`config.mk`:
```
export PLATFORM = sky130hd
export DESIGN_NAME = rob_top
export DESIGN_NICKNAME = d
export VERILOG_FILES = /design/src/common/rob_pkg.sv /design/src/rob/rob_top.sv /design/src/rob/rob_commit.sv /design/src/rob/rob_buffer.sv /design/src/rob/rob_entry.sv /design/src/credit_return.sv /design/src/lsb_select.sv
export VERILOG_INCLUDE_DIRS = /design/src /design/src/common
export SDC_FILE = /design/constraint.sdc
export NUM_CORES = 2
export LEC_CHECK = 0
export CAP_MARGIN = 20
export CORE_MARGIN = 2
export CORE_UTILIZATION = 40
export DETAILED_ROUTE_END_ITERATION = 7
export DONT_BUFFER_PORTS = 1
export GPL_ROUTABILITY_DRIVEN = 0
export GPL_TIMING_DRIVEN = 0
export PLACE_DENSITY_LB_ADDON = 0.08
export SKIP_LAST_GASP = 1
export SYNTH_ARGS = -nofsm -noshare
export SYNTH_HDL_FRONTEND = slang
export SYNTH_SLANG_ARGS = --single-unit
```
`constraint.sdc`:
```
create_clock -name i_clk -period 9 [get_ports i_clk]
set_input_delay 0.45 -clock i_clk [delete_from_list [all_inputs] [get_ports i_clk]]
set_output_delay 0.45 -clock i_clk [all_outputs]
set_load 0.005 [all_outputs]
```
`src/common/rob_settings.svh`:
```
`ifndef ROB_SETTINGS_SVH
`define ROB_SETTINGS_SVH

// Instructions per dispatch group
`define ROB_DISP_SIZE 4

// Buffer depth in groups
`define ROB_ENTRIES 8

// Entry index plus wrap bit
`define ROB_CMT_ID_W 4

`define ROB_DONE_PORTS 2

`define ROB_VADDR_W 32

`endif
```
`src/common/rob_pkg.sv`:
```
`default_nettype none

package rob_pkg;

`include "rob_settings.svh"

  typedef logic [`ROB_CMT_ID_W-1:0]       cmt_id_t;
  typedef logic [`ROB_VADDR_W-1:0]        vaddr_t;
  typedef logic [`ROB_DISP_SIZE-1:0]      grp_mask_t;
  typedef logic [$clog2(`ROB_ENTRIES):0]  credit_cnt_t;  // Holds 0..ROB_ENTRIES
  typedef logic [3:0]                     except_t;

  typedef struct packed {
    logic valid;
    logic is_br;
  } inst_t;

  typedef struct packed {
    logic                           valid;
    vaddr_t                         pc;
    inst_t [`ROB_DISP_SIZE-1:0]     inst;
  } disp_grp_t;

  typedef struct packed {
    logic      valid;
    cmt_id_t   cmt_id;
    grp_mask_t slot;          // One-hot
    logic      except_valid;
    except_t   except_type;
  } done_rpt_t;

  typedef struct packed {
    logic      valid;
    cmt_id_t   cmt_id;
    grp_mask_t slot;          // One-hot
    logic      mispredict;
    vaddr_t    target;
  } br_upd_t;

  typedef struct packed {
    logic                           valid;
    logic                           dead;
    vaddr_t                         pc;
    grp_mask_t                      grp_mask;
    grp_mask_t                      done_mask;
    grp_mask_t                      except_mask;
    except_t [`ROB_DISP_SIZE-1:0]   except_type;
    grp_mask_t                      mispred_mask;
    vaddr_t [`ROB_DISP_SIZE-1:0]    br_target;
  } rob_entry_t;

  typedef struct packed {
    logic      commit;
    cmt_id_t   cmt_id;
    grp_mask_t grp_mask;
    logic      redirect;
    vaddr_t    redirect_pc;
    logic      except_valid;
    except_t   except_type;
    grp_mask_t dead_mask;
    logic      all_dead;
  } commit_t;

  typedef struct packed {
    logic        valid;
    credit_cnt_t count;
  } credit_t;

endpackage

`default_nettype wire

```
`src/rob/rob_top.sv`:
```
`default_nettype none
`include "rob_settings.svh"

module rob_top (
  input  wire logic                i_clk,
  input  wire logic                i_reset_n,
  input  wire rob_pkg::disp_grp_t  i_disp,
  input  wire rob_pkg::done_rpt_t  i_done_rpt [`ROB_DONE_PORTS],
  input  wire rob_pkg::br_upd_t    i_br_upd,
  output rob_pkg::cmt_id_t         o_new_cmt_id,
  output rob_pkg::commit_t         o_commit,
  output rob_pkg::credit_t         o_credit
);
  import rob_pkg::*;

  rob_entry_t  w_head;
  cmt_id_t     w_head_id;
  logic        w_retire;
  logic        w_killing;
  logic        w_flush;
  credit_cnt_t w_freed;

  rob_buffer u_buffer (
    .i_clk        (i_clk),
    .i_reset_n    (i_reset_n),
    .i_disp       (i_disp),
    .i_done_rpt   (i_done_rpt),
    .i_br_upd     (i_br_upd),
    .i_flush      (w_flush),
    .o_head       (w_head),
    .o_head_id    (w_head_id),
    .o_retire     (w_retire),
    .o_killing    (w_killing),
    .o_new_cmt_id (o_new_cmt_id),
    .o_freed      (w_freed)
  );

  rob_commit u_commit (
    .i_head    (w_head),
    .i_head_id (w_head_id),
    .i_retire  (w_retire),
    .i_killing (w_killing),
    .o_commit  (o_commit),
    .o_flush   (w_flush)
  );

  credit_return u_credit (
    .i_clk     (i_clk),
    .i_reset_n (i_reset_n),
    .i_freed   (w_freed),
    .o_credit  (o_credit)
  );

endmodule

`default_nettype wire

```
`src/rob/rob_commit.sv`:
```
`default_nettype none
`include "rob_settings.svh"

module rob_commit (
  input  wire rob_pkg::rob_entry_t i_head,
  input  wire rob_pkg::cmt_id_t    i_head_id,
  input  wire logic                i_retire,
  input  wire logic                i_killing,
  output rob_pkg::commit_t         o_commit,
  output logic                     o_flush
);
  import rob_pkg::*;

  localparam int DS = `ROB_DISP_SIZE;

  logic      w_exc_valid;
  except_t   w_exc_type;
  grp_mask_t w_exc_after;
  logic      w_br_valid;
  vaddr_t    w_br_target;
  grp_mask_t w_br_after;
  logic      w_br_wins;
  logic      w_fault;

  lsb_select #(.T(except_t), .WORDS(DS)) u_exc_sel (
    .i_req   (i_head.except_mask),
    .i_data  (i_head.except_type),
    .o_valid (w_exc_valid),
    .o_data  (w_exc_type),
    .o_after (w_exc_after)
  );

  lsb_select #(.T(vaddr_t), .WORDS(DS)) u_br_sel (
    .i_req   (i_head.mispred_mask),
    .i_data  (i_head.br_target),
    .o_valid (w_br_valid),
    .o_data  (w_br_target),
    .o_after (w_br_after)
  );

  // Branch wins only with no exception at or below its slot
  assign w_br_wins = w_br_valid & ((i_head.except_mask & ~w_br_after) == '0);
  assign w_fault   = w_exc_valid | w_br_valid;

  assign o_commit.commit       = i_retire;
  assign o_commit.cmt_id       = i_head_id;
  assign o_commit.grp_mask     = i_head.grp_mask;
  assign o_commit.redirect     = w_fault & ~i_killing;
  assign o_commit.redirect_pc  = w_br_wins ? w_br_target : i_head.pc;
  assign o_commit.except_valid = w_exc_valid & ~i_killing;
  assign o_commit.except_type  = w_exc_type;
  assign o_commit.dead_mask    = i_killing ? i_head.grp_mask :
                                 (w_exc_after | w_br_after) & i_head.grp_mask;
  assign o_commit.all_dead     = i_killing;

  assign o_flush = i_retire & ~i_killing & w_fault;

endmodule

`default_nettype wire

```
`src/rob/rob_buffer.sv`:
```
`default_nettype none
`include "rob_settings.svh"

module rob_buffer (
  input  wire logic                i_clk,
  input  wire logic                i_reset_n,
  input  wire rob_pkg::disp_grp_t  i_disp,
  input  wire rob_pkg::done_rpt_t  i_done_rpt [`ROB_DONE_PORTS],
  input  wire rob_pkg::br_upd_t    i_br_upd,
  input  wire logic                i_flush,
  output rob_pkg::rob_entry_t      o_head,
  output rob_pkg::cmt_id_t         o_head_id,
  output logic                     o_retire,
  output logic                     o_killing,
  output rob_pkg::cmt_id_t         o_new_cmt_id,
  output rob_pkg::credit_cnt_t     o_freed
);
  import rob_pkg::*;

  localparam int IDX_W = `ROB_CMT_ID_W - 1;

  cmt_id_t                 r_in_ptr;
  cmt_id_t                 r_out_ptr;
  cmt_id_t                 w_out_next;
  logic [IDX_W-1:0]        w_in_idx;
  logic [IDX_W-1:0]        w_out_idx;
  rob_entry_t              w_entries [`ROB_ENTRIES];
  logic [`ROB_ENTRIES-1:0] w_all_done;
  logic                    w_load;
  logic                    w_drop;
  logic                    w_retire;
  logic                    w_killing;
  logic                    r_killing;  // Dead-walk in progress

  assign w_in_idx   = r_in_ptr[IDX_W-1:0];
  assign w_out_idx  = r_out_ptr[IDX_W-1:0];
  assign w_out_next = r_out_ptr + 1'b1;

  // Dispatch in a flush cycle is younger than the fault, so it never lands
  assign w_load = i_disp.valid & ~i_flush;
  assign w_drop = i_disp.valid & i_flush;

  assign w_killing = r_killing & w_entries[w_out_idx].valid & w_entries[w_out_idx].dead;
  assign w_retire  = w_all_done[w_out_idx] | w_killing;

  for (genvar e = 0; e < `ROB_ENTRIES; e++) begin : g_entry
    rob_entry u_entry (
      .i_clk      (i_clk),
      .i_reset_n  (i_reset_n),
      .i_entry_id (IDX_W'(e)),
      .i_load     (w_load & (w_in_idx == IDX_W'(e))),
      .i_disp     (i_disp),
      .i_done_rpt (i_done_rpt),
      .i_br_upd   (i_br_upd),
      .i_retire   (w_retire & (w_out_idx == IDX_W'(e))),
      .i_kill     (i_flush),
      .o_entry    (w_entries[e]),
      .o_all_done (w_all_done[e])
    );
  end

  always_ff @(posedge i_clk or negedge i_reset_n) begin
    if (!i_reset_n) begin
      r_in_ptr  <= '0;
      r_out_ptr <= '0;
      r_killing <= 1'b0;
    end else begin
      if (w_load) begin
        r_in_ptr <= r_in_ptr + 1'b1;
      end
      if (w_retire) begin
        r_out_ptr <= w_out_next;
      end
      if (i_flush && (r_in_ptr != w_out_next)) begin
        r_killing <= 1'b1;  // Younger groups remain behind the head
      end else if (r_killing && !w_entries[w_out_idx].dead) begin
        r_killing <= 1'b0;
      end
    end
  end

  assign o_head       = w_entries[w_out_idx];
  assign o_head_id    = r_out_ptr;
  assign o_retire     = w_retire;
  assign o_killing    = w_killing;
  assign o_new_cmt_id = r_in_ptr;
  assign o_freed      = credit_cnt_t'(w_retire) + credit_cnt_t'(w_drop);

endmodule

`default_nettype wire

```
`src/rob/rob_entry.sv`:
```
`default_nettype none
`include "rob_settings.svh"

module rob_entry (
  input  wire logic                     i_clk,
  input  wire logic                     i_reset_n,
  input  wire logic [`ROB_CMT_ID_W-2:0] i_entry_id,
  input  wire logic                     i_load,
  input  wire rob_pkg::disp_grp_t       i_disp,
  input  wire rob_pkg::done_rpt_t       i_done_rpt [`ROB_DONE_PORTS],
  input  wire rob_pkg::br_upd_t         i_br_upd,
  input  wire logic                     i_retire,
  input  wire logic                     i_kill,
  output rob_pkg::rob_entry_t           o_entry,
  output logic                          o_all_done
);
  import rob_pkg::*;

  localparam int DS    = `ROB_DISP_SIZE;
  localparam int IDX_W = `ROB_CMT_ID_W - 1;

  logic                       r_valid;
  logic                       r_dead;
  grp_mask_t                  r_grp;
  grp_mask_t                  r_br;
  grp_mask_t                  r_done;
  grp_mask_t                  r_exc;
  grp_mask_t                  r_mis;
  vaddr_t                     r_pc;
  except_t [DS-1:0]           r_exc_type;
  vaddr_t [DS-1:0]            r_target;
  logic [`ROB_DONE_PORTS-1:0] w_rpt_hit;
  logic                       w_br_hit;
  grp_mask_t                  w_done_set;
  grp_mask_t                  w_exc_set;
  grp_mask_t                  w_disp_mask;
  grp_mask_t                  w_disp_br;

  always_comb begin
    for (int d = 0; d < DS; d++) begin
      w_disp_mask[d] = i_disp.inst[d].valid;
      w_disp_br[d]   = i_disp.inst[d].is_br;
    end
  end

  // Merge all report ports aimed at this entry
  always_comb begin
    w_done_set = '0;
    w_exc_set  = '0;
    for (int p = 0; p < `ROB_DONE_PORTS; p++) begin
      w_rpt_hit[p] = i_done_rpt[p].valid &
                     (i_done_rpt[p].cmt_id[IDX_W-1:0] == i_entry_id);
      if (w_rpt_hit[p]) begin
        w_done_set = w_done_set | i_done_rpt[p].slot;
        if (i_done_rpt[p].except_valid) begin
          w_exc_set = w_exc_set | i_done_rpt[p].slot;
        end
      end
    end
  end

  assign w_br_hit = i_br_upd.valid & i_br_upd.mispredict &
                    (i_br_upd.cmt_id[IDX_W-1:0] == i_entry_id);

  always_ff @(posedge i_clk or negedge i_reset_n) begin
    if (!i_reset_n) begin
      r_valid <= 1'b0;
      r_dead  <= 1'b0;
      r_done  <= '0;
      r_exc   <= '0;
      r_mis   <= '0;
    end else if (i_load) begin
      r_valid <= 1'b1;
      r_dead  <= 1'b0;
      r_done  <= '0;
      r_exc   <= '0;
      r_mis   <= '0;
    end else begin
      r_done <= r_done | w_done_set;
      r_exc  <= r_exc | w_exc_set;
      if (w_br_hit) begin
        r_mis <= r_mis | (i_br_upd.slot & r_br);  // Branch slots only
      end
      if (i_kill && r_valid) begin
        r_dead <= 1'b1;
      end
      if (i_retire) begin
        r_valid <= 1'b0;
        r_dead  <= 1'b0;
      end
    end
  end

  always_ff @(posedge i_clk) begin
    if (i_load) begin
      r_pc  <= i_disp.pc;
      r_grp <= w_disp_mask;
      r_br  <= w_disp_br;
    end
    for (int p = 0; p < `ROB_DONE_PORTS; p++) begin
      for (int d = 0; d < DS; d++) begin
        if (w_rpt_hit[p] && i_done_rpt[p].except_valid && i_done_rpt[p].slot[d]) begin
          r_exc_type[d] <= i_done_rpt[p].except_type;
        end
      end
    end
    for (int d = 0; d < DS; d++) begin
      if (w_br_hit && i_br_upd.slot[d]) begin
        r_target[d] <= i_br_upd.target;
      end
    end
  end

  always_comb begin
    o_entry.valid        = r_valid;
    o_entry.dead         = r_dead;
    o_entry.pc           = r_pc;
    o_entry.grp_mask     = r_grp;
    o_entry.done_mask    = r_done;
    o_entry.except_mask  = r_exc;
    o_entry.except_type  = r_exc_type;
    o_entry.mispred_mask = r_mis;
    o_entry.br_target    = r_target;
  end

  assign o_all_done = r_valid & ((r_grp & ~r_done) == '0);

endmodule

`default_nettype wire

```
`src/credit_return.sv`:
```
`default_nettype none

module credit_return (
  input  wire logic                  i_clk,
  input  wire logic                  i_reset_n,
  input  wire rob_pkg::credit_cnt_t  i_freed,
  output rob_pkg::credit_t           o_credit
);

  logic r_valid;
  logic [$bits(i_freed)-1:0] r_count;

  always_ff @(posedge i_clk or negedge i_reset_n) begin
    if (!i_reset_n) begin
      r_valid <= 1'b0;
      r_count <= '0;
    end else begin
      r_valid <= |i_freed;  // One return per freeing cycle
      r_count <= i_freed;
    end
  end

  assign o_credit.valid = r_valid;
  assign o_credit.count = r_count;

endmodule

`default_nettype wire

```
`src/lsb_select.sv`:
```
`default_nettype none

module lsb_select #(
  parameter type T     = logic,
  parameter int  WORDS = 4
) (
  input  wire logic [WORDS-1:0] i_req,
  input  wire T [WORDS-1:0]     i_data,
  output logic                  o_valid,
  output T                      o_data,
  output logic [WORDS-1:0]      o_after
);

  // Lowest request wins, everything above it is younger
  always_comb begin
    logic found;
    found   = 1'b0;
    o_data  = '0;
    o_after = '0;
    for (int w = 0; w < WORDS; w++) begin
      if (found) begin
        o_after[w] = 1'b1;
      end else if (i_req[w]) begin
        found  = 1'b1;
        o_data = i_data[w];
      end
    end
    o_valid = found;
  end

endmodule

`default_nettype wire

```
==> After elaboration in Yosys (flattened, before gate mapping) <==
Index checks and enable logic that the tools add are counted.
{ "totals": {"regBits": 1596, "inputBits": 113, "output_inout_bits": 61, "word_cells": 720} }
{ "classes": {"n_addsub": 3, "n_lt_le_gt_ge": 2, "n_eq_ne": 36, "n_mux": 220, "bitwise": 131, "reduce_logical": 195} }
{ "op_table": {"columns": ["op", "n"], "rows": [
  ["194-bit binary-select mux with 3-bit select", 1],
  ["4-bit two-way mux", 145],
  ["194-bit two-way mux", 2],
  ["32-bit two-way mux", 8],
  ["4-bit bitwise OR", 41],
  ["1-bit logical AND", 122],
  ["2-bit nonzero test", 49],
  ["4-bit AND", 18],
  ["1-bit two-way mux", 63],
  ["3-bit equality test (second input constant)", 20],
  ["1-bit AND", 58],
  ["4-bit logical NOT", 9],
  ["4-bit inverter", 9],
  ["3-bit by 2-bit equality test with 1-bit output (second input constant)", 10],
  ["3-bit nonzero test", 8],
  ["3-bit by 1-bit equality test with 1-bit output (second input constant)", 5],
  ["3-bit logical NOT", 5],
  ["4-bit by 1-bit adder with 4-bit output (second input constant)", 2],
  ["4-bit greater-or-equal comparator (second input constant)", 1],
  ["3-bit by 4-bit less-than comparator with 1-bit output (second input constant)", 1],
  ["4-bit != test", 1],
  ["3-bit inverter with 4-bit output", 1],
  ["4-bit OR reduction", 1],
  ["1-bit binary-select mux with 3-bit select", 1],
  ["other kinds (4)", 6]
]} }

==> Depth between registers and ports, before layout <==
{ "logic_depth": {"ltp_word": 14, "depth_mapped": 12, "depth_no_buf": 8} }

==> Modules after synthesis <==
A second synthesis with hierarchy kept.
{ "hier_totals": {"hier_cells": 3731, "area_unflattened_um2": 66108.4} }
{ "modules_own_cells": {"columns": ["mod", "n_inst", "cells_each", "area_each_um2", "seq_area_each_um2"], "rows": [
  ["rob_entry", 8, 287, 6481.2, 5875.6],
  ["rob_buffer", 1, 1188, 12299.3, 225.2],
  ["lsb_select (u_commit.u_br_sel)", 1, 154, 954.7, 0.0],
  ["rob_commit", 1, 59, 675.6, 0.0],
  ["lsb_select (u_commit.u_exc_sel)", 1, 27, 188.9, 0.0],
  ["credit_return", 1, 7, 140.1, 125.1]
]} }

==> Least setup slack after synthesis <==
OpenSTA, ideal clock, no wires.
{ "synth_timing": {"path_type": "reg2reg", "startpoint": "register u_buffer.r_out_ptr[0], in the netlist u_buffer.o_head_id[0]", "endpoint": "register u_buffer.g_entry[7].u_entry.r_br[0], enable pin", "setup_ns": 0.394, "arrival_ns": 3.087, "t_required_ns": 8.606, "path_slack_ns": 5.518, "path_stages_with_launch": 10, "n_path_buf": 2, "synth_period_minus_slack_ns": 3.482, "cell_sequence": "dfrtp_1 -> buf_4 -> buf_6 -> mux4_2 -> mux2i_4 -> and4b_1 -> a31oi_2 -> nand3_1 -> nand3_1 -> inv_1"} }
{ "synth_via": {"elab_chain_len": 13, "word_cells_on_any_way": 30} }
{ "synth_lines": {"columns": ["element", "line_no", "rtl"], "rows": [
  ["from (decl)", "rob_buffer.sv:23", "cmt_id_t r_out_ptr;"],
  ["from (signal assigned)", "rob_buffer.sv:72", "r_out_ptr <= w_out_next;"],
  ["3-bit inverter with 4-bit output (not written as such)", "rob_buffer.sv:43, rob_buffer.sv:82", null],
  ["194-bit binary-select mux with 3-bit select", "rob_buffer.sv:43, rob_buffer.sv:82", null],
  ["194-bit two-way mux (not written as such)", "rob_buffer.sv:43", "assign w_killing = r_killing & w_entries[w_out_idx].valid & w_entries[w_out_idx].dead;"],
  ["194-bit two-way mux (not written as such)", "rob_buffer.sv:82", "assign o_head = w_entries[w_out_idx];"],
  ["1-bit two-way mux", "lsb_select.sv:23", "end else if (i_req[w]) begin"],
  ["1-bit two-way mux (3 in a row)", "lsb_select.sv:21", "if (found) begin"],
  ["1-bit bitwise OR", "rob_commit.sv:43", "assign w_fault = w_exc_valid | w_br_valid;"],
  ["1-bit AND (*)", "rob_commit.sv:56", "assign o_flush = i_retire & ~i_killing & w_fault;"],
  ["1-bit inverter (*)", "rob_buffer.sv:40", "assign w_load = i_disp.valid & ~i_flush;"],
  ["1-bit AND (*)", "rob_buffer.sv:40", null],
  ["1-bit AND (*)", "rob_buffer.sv:51", ".i_load (w_load & (w_in_idx == IDX_W'(e))),"],
  ["via u_buffer.g_entry[7].u_entry.i_load", "rob_entry.sv:8", "input wire logic i_load,"],
  ["to (signal assigned)", "rob_entry.sv:98", "r_br <= w_disp_br;"],
  ["to (decl)", "rob_entry.sv:25", "grp_mask_t r_br;"]
]} }
The timed path passes the listed nets; every way through them passes the cells marked *. The select of a mux whose other input is x is not followed.
A chain may end at the register's enable or synchronous reset.

==> summary.md <==
| Metric | Value |
|---|---|
| Status | finished, final reports clean |
| WL/cell | 33.3 um |
| CP most frequent cell | buf_2 |
| Largest net degree at the start of global routing | 125 |
| Die area | 0.164 sq mm |
| Buf/Inv on CP | 7 |
| Warnings, synthesis | 0 |
| Worst hold path class | input pin to flop |
| Finished Layout Cells | 5872 |
| Critical path capture point type | output pin |
| Crit-path max cell delay | 710 ps |
| Register area share after synthesis | 0.738 |
| Ports | 174 |
| DP HPWL | 130000 um |
| Routed Antenna Nets | 0 |
| Hold path startpoint | i_disp[40] |
| CTS root buffer | clkbuf_16 |
| First-pass GRT wire length | 272000 um |
| Via-per-instance ratio | 5.82 |
| Critical path startpoint | u_buffer.o_head_id[1]$_DFFE_PN0P_ |
| TritonCTS Sinks | 1596 |
| Die X | 404 um |
| Final TNS setup | 0 ps |
| Grt ovf | 0 |
| Lkg Pwr | 24.5 nW |
| Initial antenna violation count | 20 |
| Final core occ | 0.469 |
| Final setup vio count | 0 |
| Max Fclk | 151 MHz |
| Share of cells above drive strength 1 | 0.252 |
| Clk_lat worst skew | 800 ps |
| EDFF count, synth | 1472 |
| Area grow syn2layout | 16.2% |
| Measured slew at the worst slew-check pin | 1260 ps |
| Max Cap Viol | 0 |
| Worst-path fanout max | 10 |
| Total global-route track usage | 0.240 |
| Yosys cell types | 60 |
| Critical path cell sequence | buf_2 -> buf_2 -> buf_4 -> buf_2 -> buf_2 -> buf_2 -> clkbuf_1 -> mux4_2 -> mux2i_1 -> o21ai_1 |
| RSZ-0062 raised after global routing | no |
| Vias in the first global route | 35400 |
| CTS tree | yes |
| Pre-CTS setup slack | 3100 ps |
| Final hold slack | 143 ps |
| PD cells | 323 mW/mm^2 |
| CP max-delay cell | mux2i_1 |
| TritonCTS Buffers | 172 |
| Max Slew Vio Count | 0 |
| H-tree Lvls | 4 |
| Crit path kind | flop to output pin |
| Maximum vdd drop | 0.189 mV |
| Drt drc | 0 |
| Drt first pass iters | 6 |
| Asr flop ratio synth | 0.0777 |
| Nets | 3781 |
| Num rows | 146 |
| DR iter-0 viols | 3753 |
| WP data arrival | 6160 ps |
| Flops & latches, synth | 1596 |
| Post-layout min period | 6610 ps |
| Initial Util | 0.404 |
| Fin. Hold Viols | 0 |
| Critical R2R Launch | u_buffer.o_head_id[1]$_DFFE_PN0P_ |
| Core Region | 0.159 sq mm |
| # resized after CTS | 0 |
| Final worst-path setup slack | 2390 ps |
| DIE HEIGHT | 404 um |
| Routed WL | 195000 um |
| Cell area after synthesis | 0.0641 sq mm |
| Synthesized area per cell | 19.3 sq um |
| Slew margin rel. | 0.160 |
| Via count | 34200 |
| Placed cell count | 5433 |
| Period utilization | 0.734 |
| Maximum clock insertion buffer count | 3 |
| Clock Skew | 27.3 ps |
| Cell count after synthesis | 3316 |
| CP startpoint kind | flop |
| CP required | 8550 ps |
| Port bufs | 0 |
| Crit-path leading delay family | buffers and inverters |
| Clk pin slew, worst setup/hold paths | 60 ps |
| Main synth FF type | edfxtp_1 |
-- kinds of logic after synthesis --
group / count (synthesis) / share of synthesized area
AO/OA/AOI/OAI: 283 / 0.0303
XOR/XNOR: 9 / 0.00123
adder cells (fa/ha/maj): 14 / 0.00273
buffers and inverters: 243 / 0.0170
flip-flops: 1596 / 0.738
multiplexers: 610 / 0.172
other: 1 / 0.0000585
AND/OR/NAND/NOR: 560 / 0.0387
-- where the power goes --
group	internal (mW)	switching [mW]	total [mW]
Clock	3.94	2.86	6.80
Combinational	2.95	5.32	8.27
Sequential	8.70	0.283	8.98
-- worst paths after layout --
kind	depth (start not counted)	end	slack, ps
min reg2reg	2	u_buffer.g_entry[6].u_entry.r_mis[3]$_DFFE_PN0P_	490
max	10	o_commit[34]	2390
min in group asynchronous	2	u_buffer.g_entry[3].u_entry.r_done[1]$_DFF_PN0_	250
max in group asynchronous	2	u_buffer.g_entry[4].u_entry.r_mis[2]$_DFFE_PN0P_	8170
max reg2reg	9	u_buffer.g_entry[1].u_entry.r_pc[16]$_DFFE_PP_	3840
min	3	u_buffer.o_new_cmt_id[0]$_DFFE_PN0P_	140
-- sequential cells by signal (all words and copies together) (netlist names), 8 cells and up --
name	cells
u_buffer.g_entry.u_entry.o_entry	1152
u_buffer.g_entry.u_entry.r_pc	256
u_buffer.g_entry.u_entry.r_br	32
u_buffer.g_entry.u_entry.r_done	32
u_buffer.g_entry.u_entry.r_exc	32
u_buffer.g_entry.u_entry.r_grp	32
u_buffer.g_entry.u_entry.r_mis	32
u_buffer.g_entry.u_entry.r_dead	8
u_buffer.g_entry.u_entry.r_valid	8
-- worst reg2reg max path, cell delays in order, from the launching register on --
cell and delay (ps):
dfrtp_1 560, buf_2 380, buf_2 410, mux4_2 410
mux2i_1 560, and4b_1 500, a31oi_2 330, and3_4 340
nor3_4 410, buf_4 780
-- cell usage in the layout (no fill, tap or decap), drive strengths merged, types with 6 or more instances in the layout --
cell         Yosys  final
dfrtp          124    124
mux2           130    130
nor2b            9      9
a211oi          17     17
clkbuf          83    329
nand2b          12     12
a222oi           8      8
bufinv           0      8
o21ai           22     22
nor3            13     13
a31oi            9      9
dlygate4sd3      0     85
a21oi           62     62
mux2i          100    100
and3             7      7
and2            51     51
clkinv           0     57
a211o           15     15
nand2          229    229
ha              14     14
nor2           176    176
a221oi          49     49
buf            117    194
a21o             6      6
o22ai           69     69
mux4           380    380
edfxtp        1472   1472
nand3           52     52
o21a             7      7
inv             43     48
xnor2            6      6
-- layout make-up --
cell class / count / area (sq um)
antenna: 4 / 10.0
clock inverter: 71 / 564
buffer: 200 / 931
fill: 13200 / 84200
timing repair buffer: 163 / 2360
tap: 2072 / 2590
clock buffer: 245 / 4820
multi-input combinational: 1478 / 15800
inverter: 43 / 161
sequential: 1596 / 47300
-- synth_stat cells, drive strengths merged (5+ instances only) --
cell type,number,share of area
clkbuf,83,0.0049
a211oi,17,0.0020
o22ai,69,0.0067
nor3,13,0.0014
nor2,176,0.011
inv,43,0.0025
and3,7,0.00076
o2111ai,5,0.00068
a222oi,8,0.0012
nand3,52,0.0041
a21o,6,0.00070
a211o,15,0.0020
a21oi,62,0.0049
o21a,7,0.00082
mux2,130,0.023
dfrtp,124,0.048
edfxtp,1472,0.69
a311oi,5,0.00068
a221oi,49,0.0067
mux2i,100,0.016
and2,51,0.0050
xnor2,6,0.00082
a31oi,9,0.00098
nand2,229,0.013
mux4,380,0.13
o21ai,22,0.0017
nor2b,9,0.00088
nand2b,12,0.0012
ha,14,0.0027
buf,117,0.0096
-- repair_timing --
| item | CTS | global route |
|---|---|---|
| hold endpoints to repair | 1476 | 0 |
| hold buffers | 111 | 0 |
| buffers inserted | 0 | 0 |
-- layer usage --
layer / GRT usage / vias to the layer above / share of wire
met5: 0 / - / 0.00039
met4: 0.0699 / 12 / 0.028
met3: 0.0564 / 288 / 0.076
met2: 0.384 / 1384 / 0.48
met1: 0.328 / 18300 / 0.42
li1: - / 14100 / -
-- stage by stage --
stage / power [mW] / instance area [sq um]
after floorplan: 13.8 / 64100
after global placement: 17.1 / 66700
after detailed placement: 17.3 / 67600
after CTS: 24.2 / 74300
after global routing: 25.0 / 74500
final: 24.1 / 74500
No activity file was read; power rests on OpenSTA's default activity.
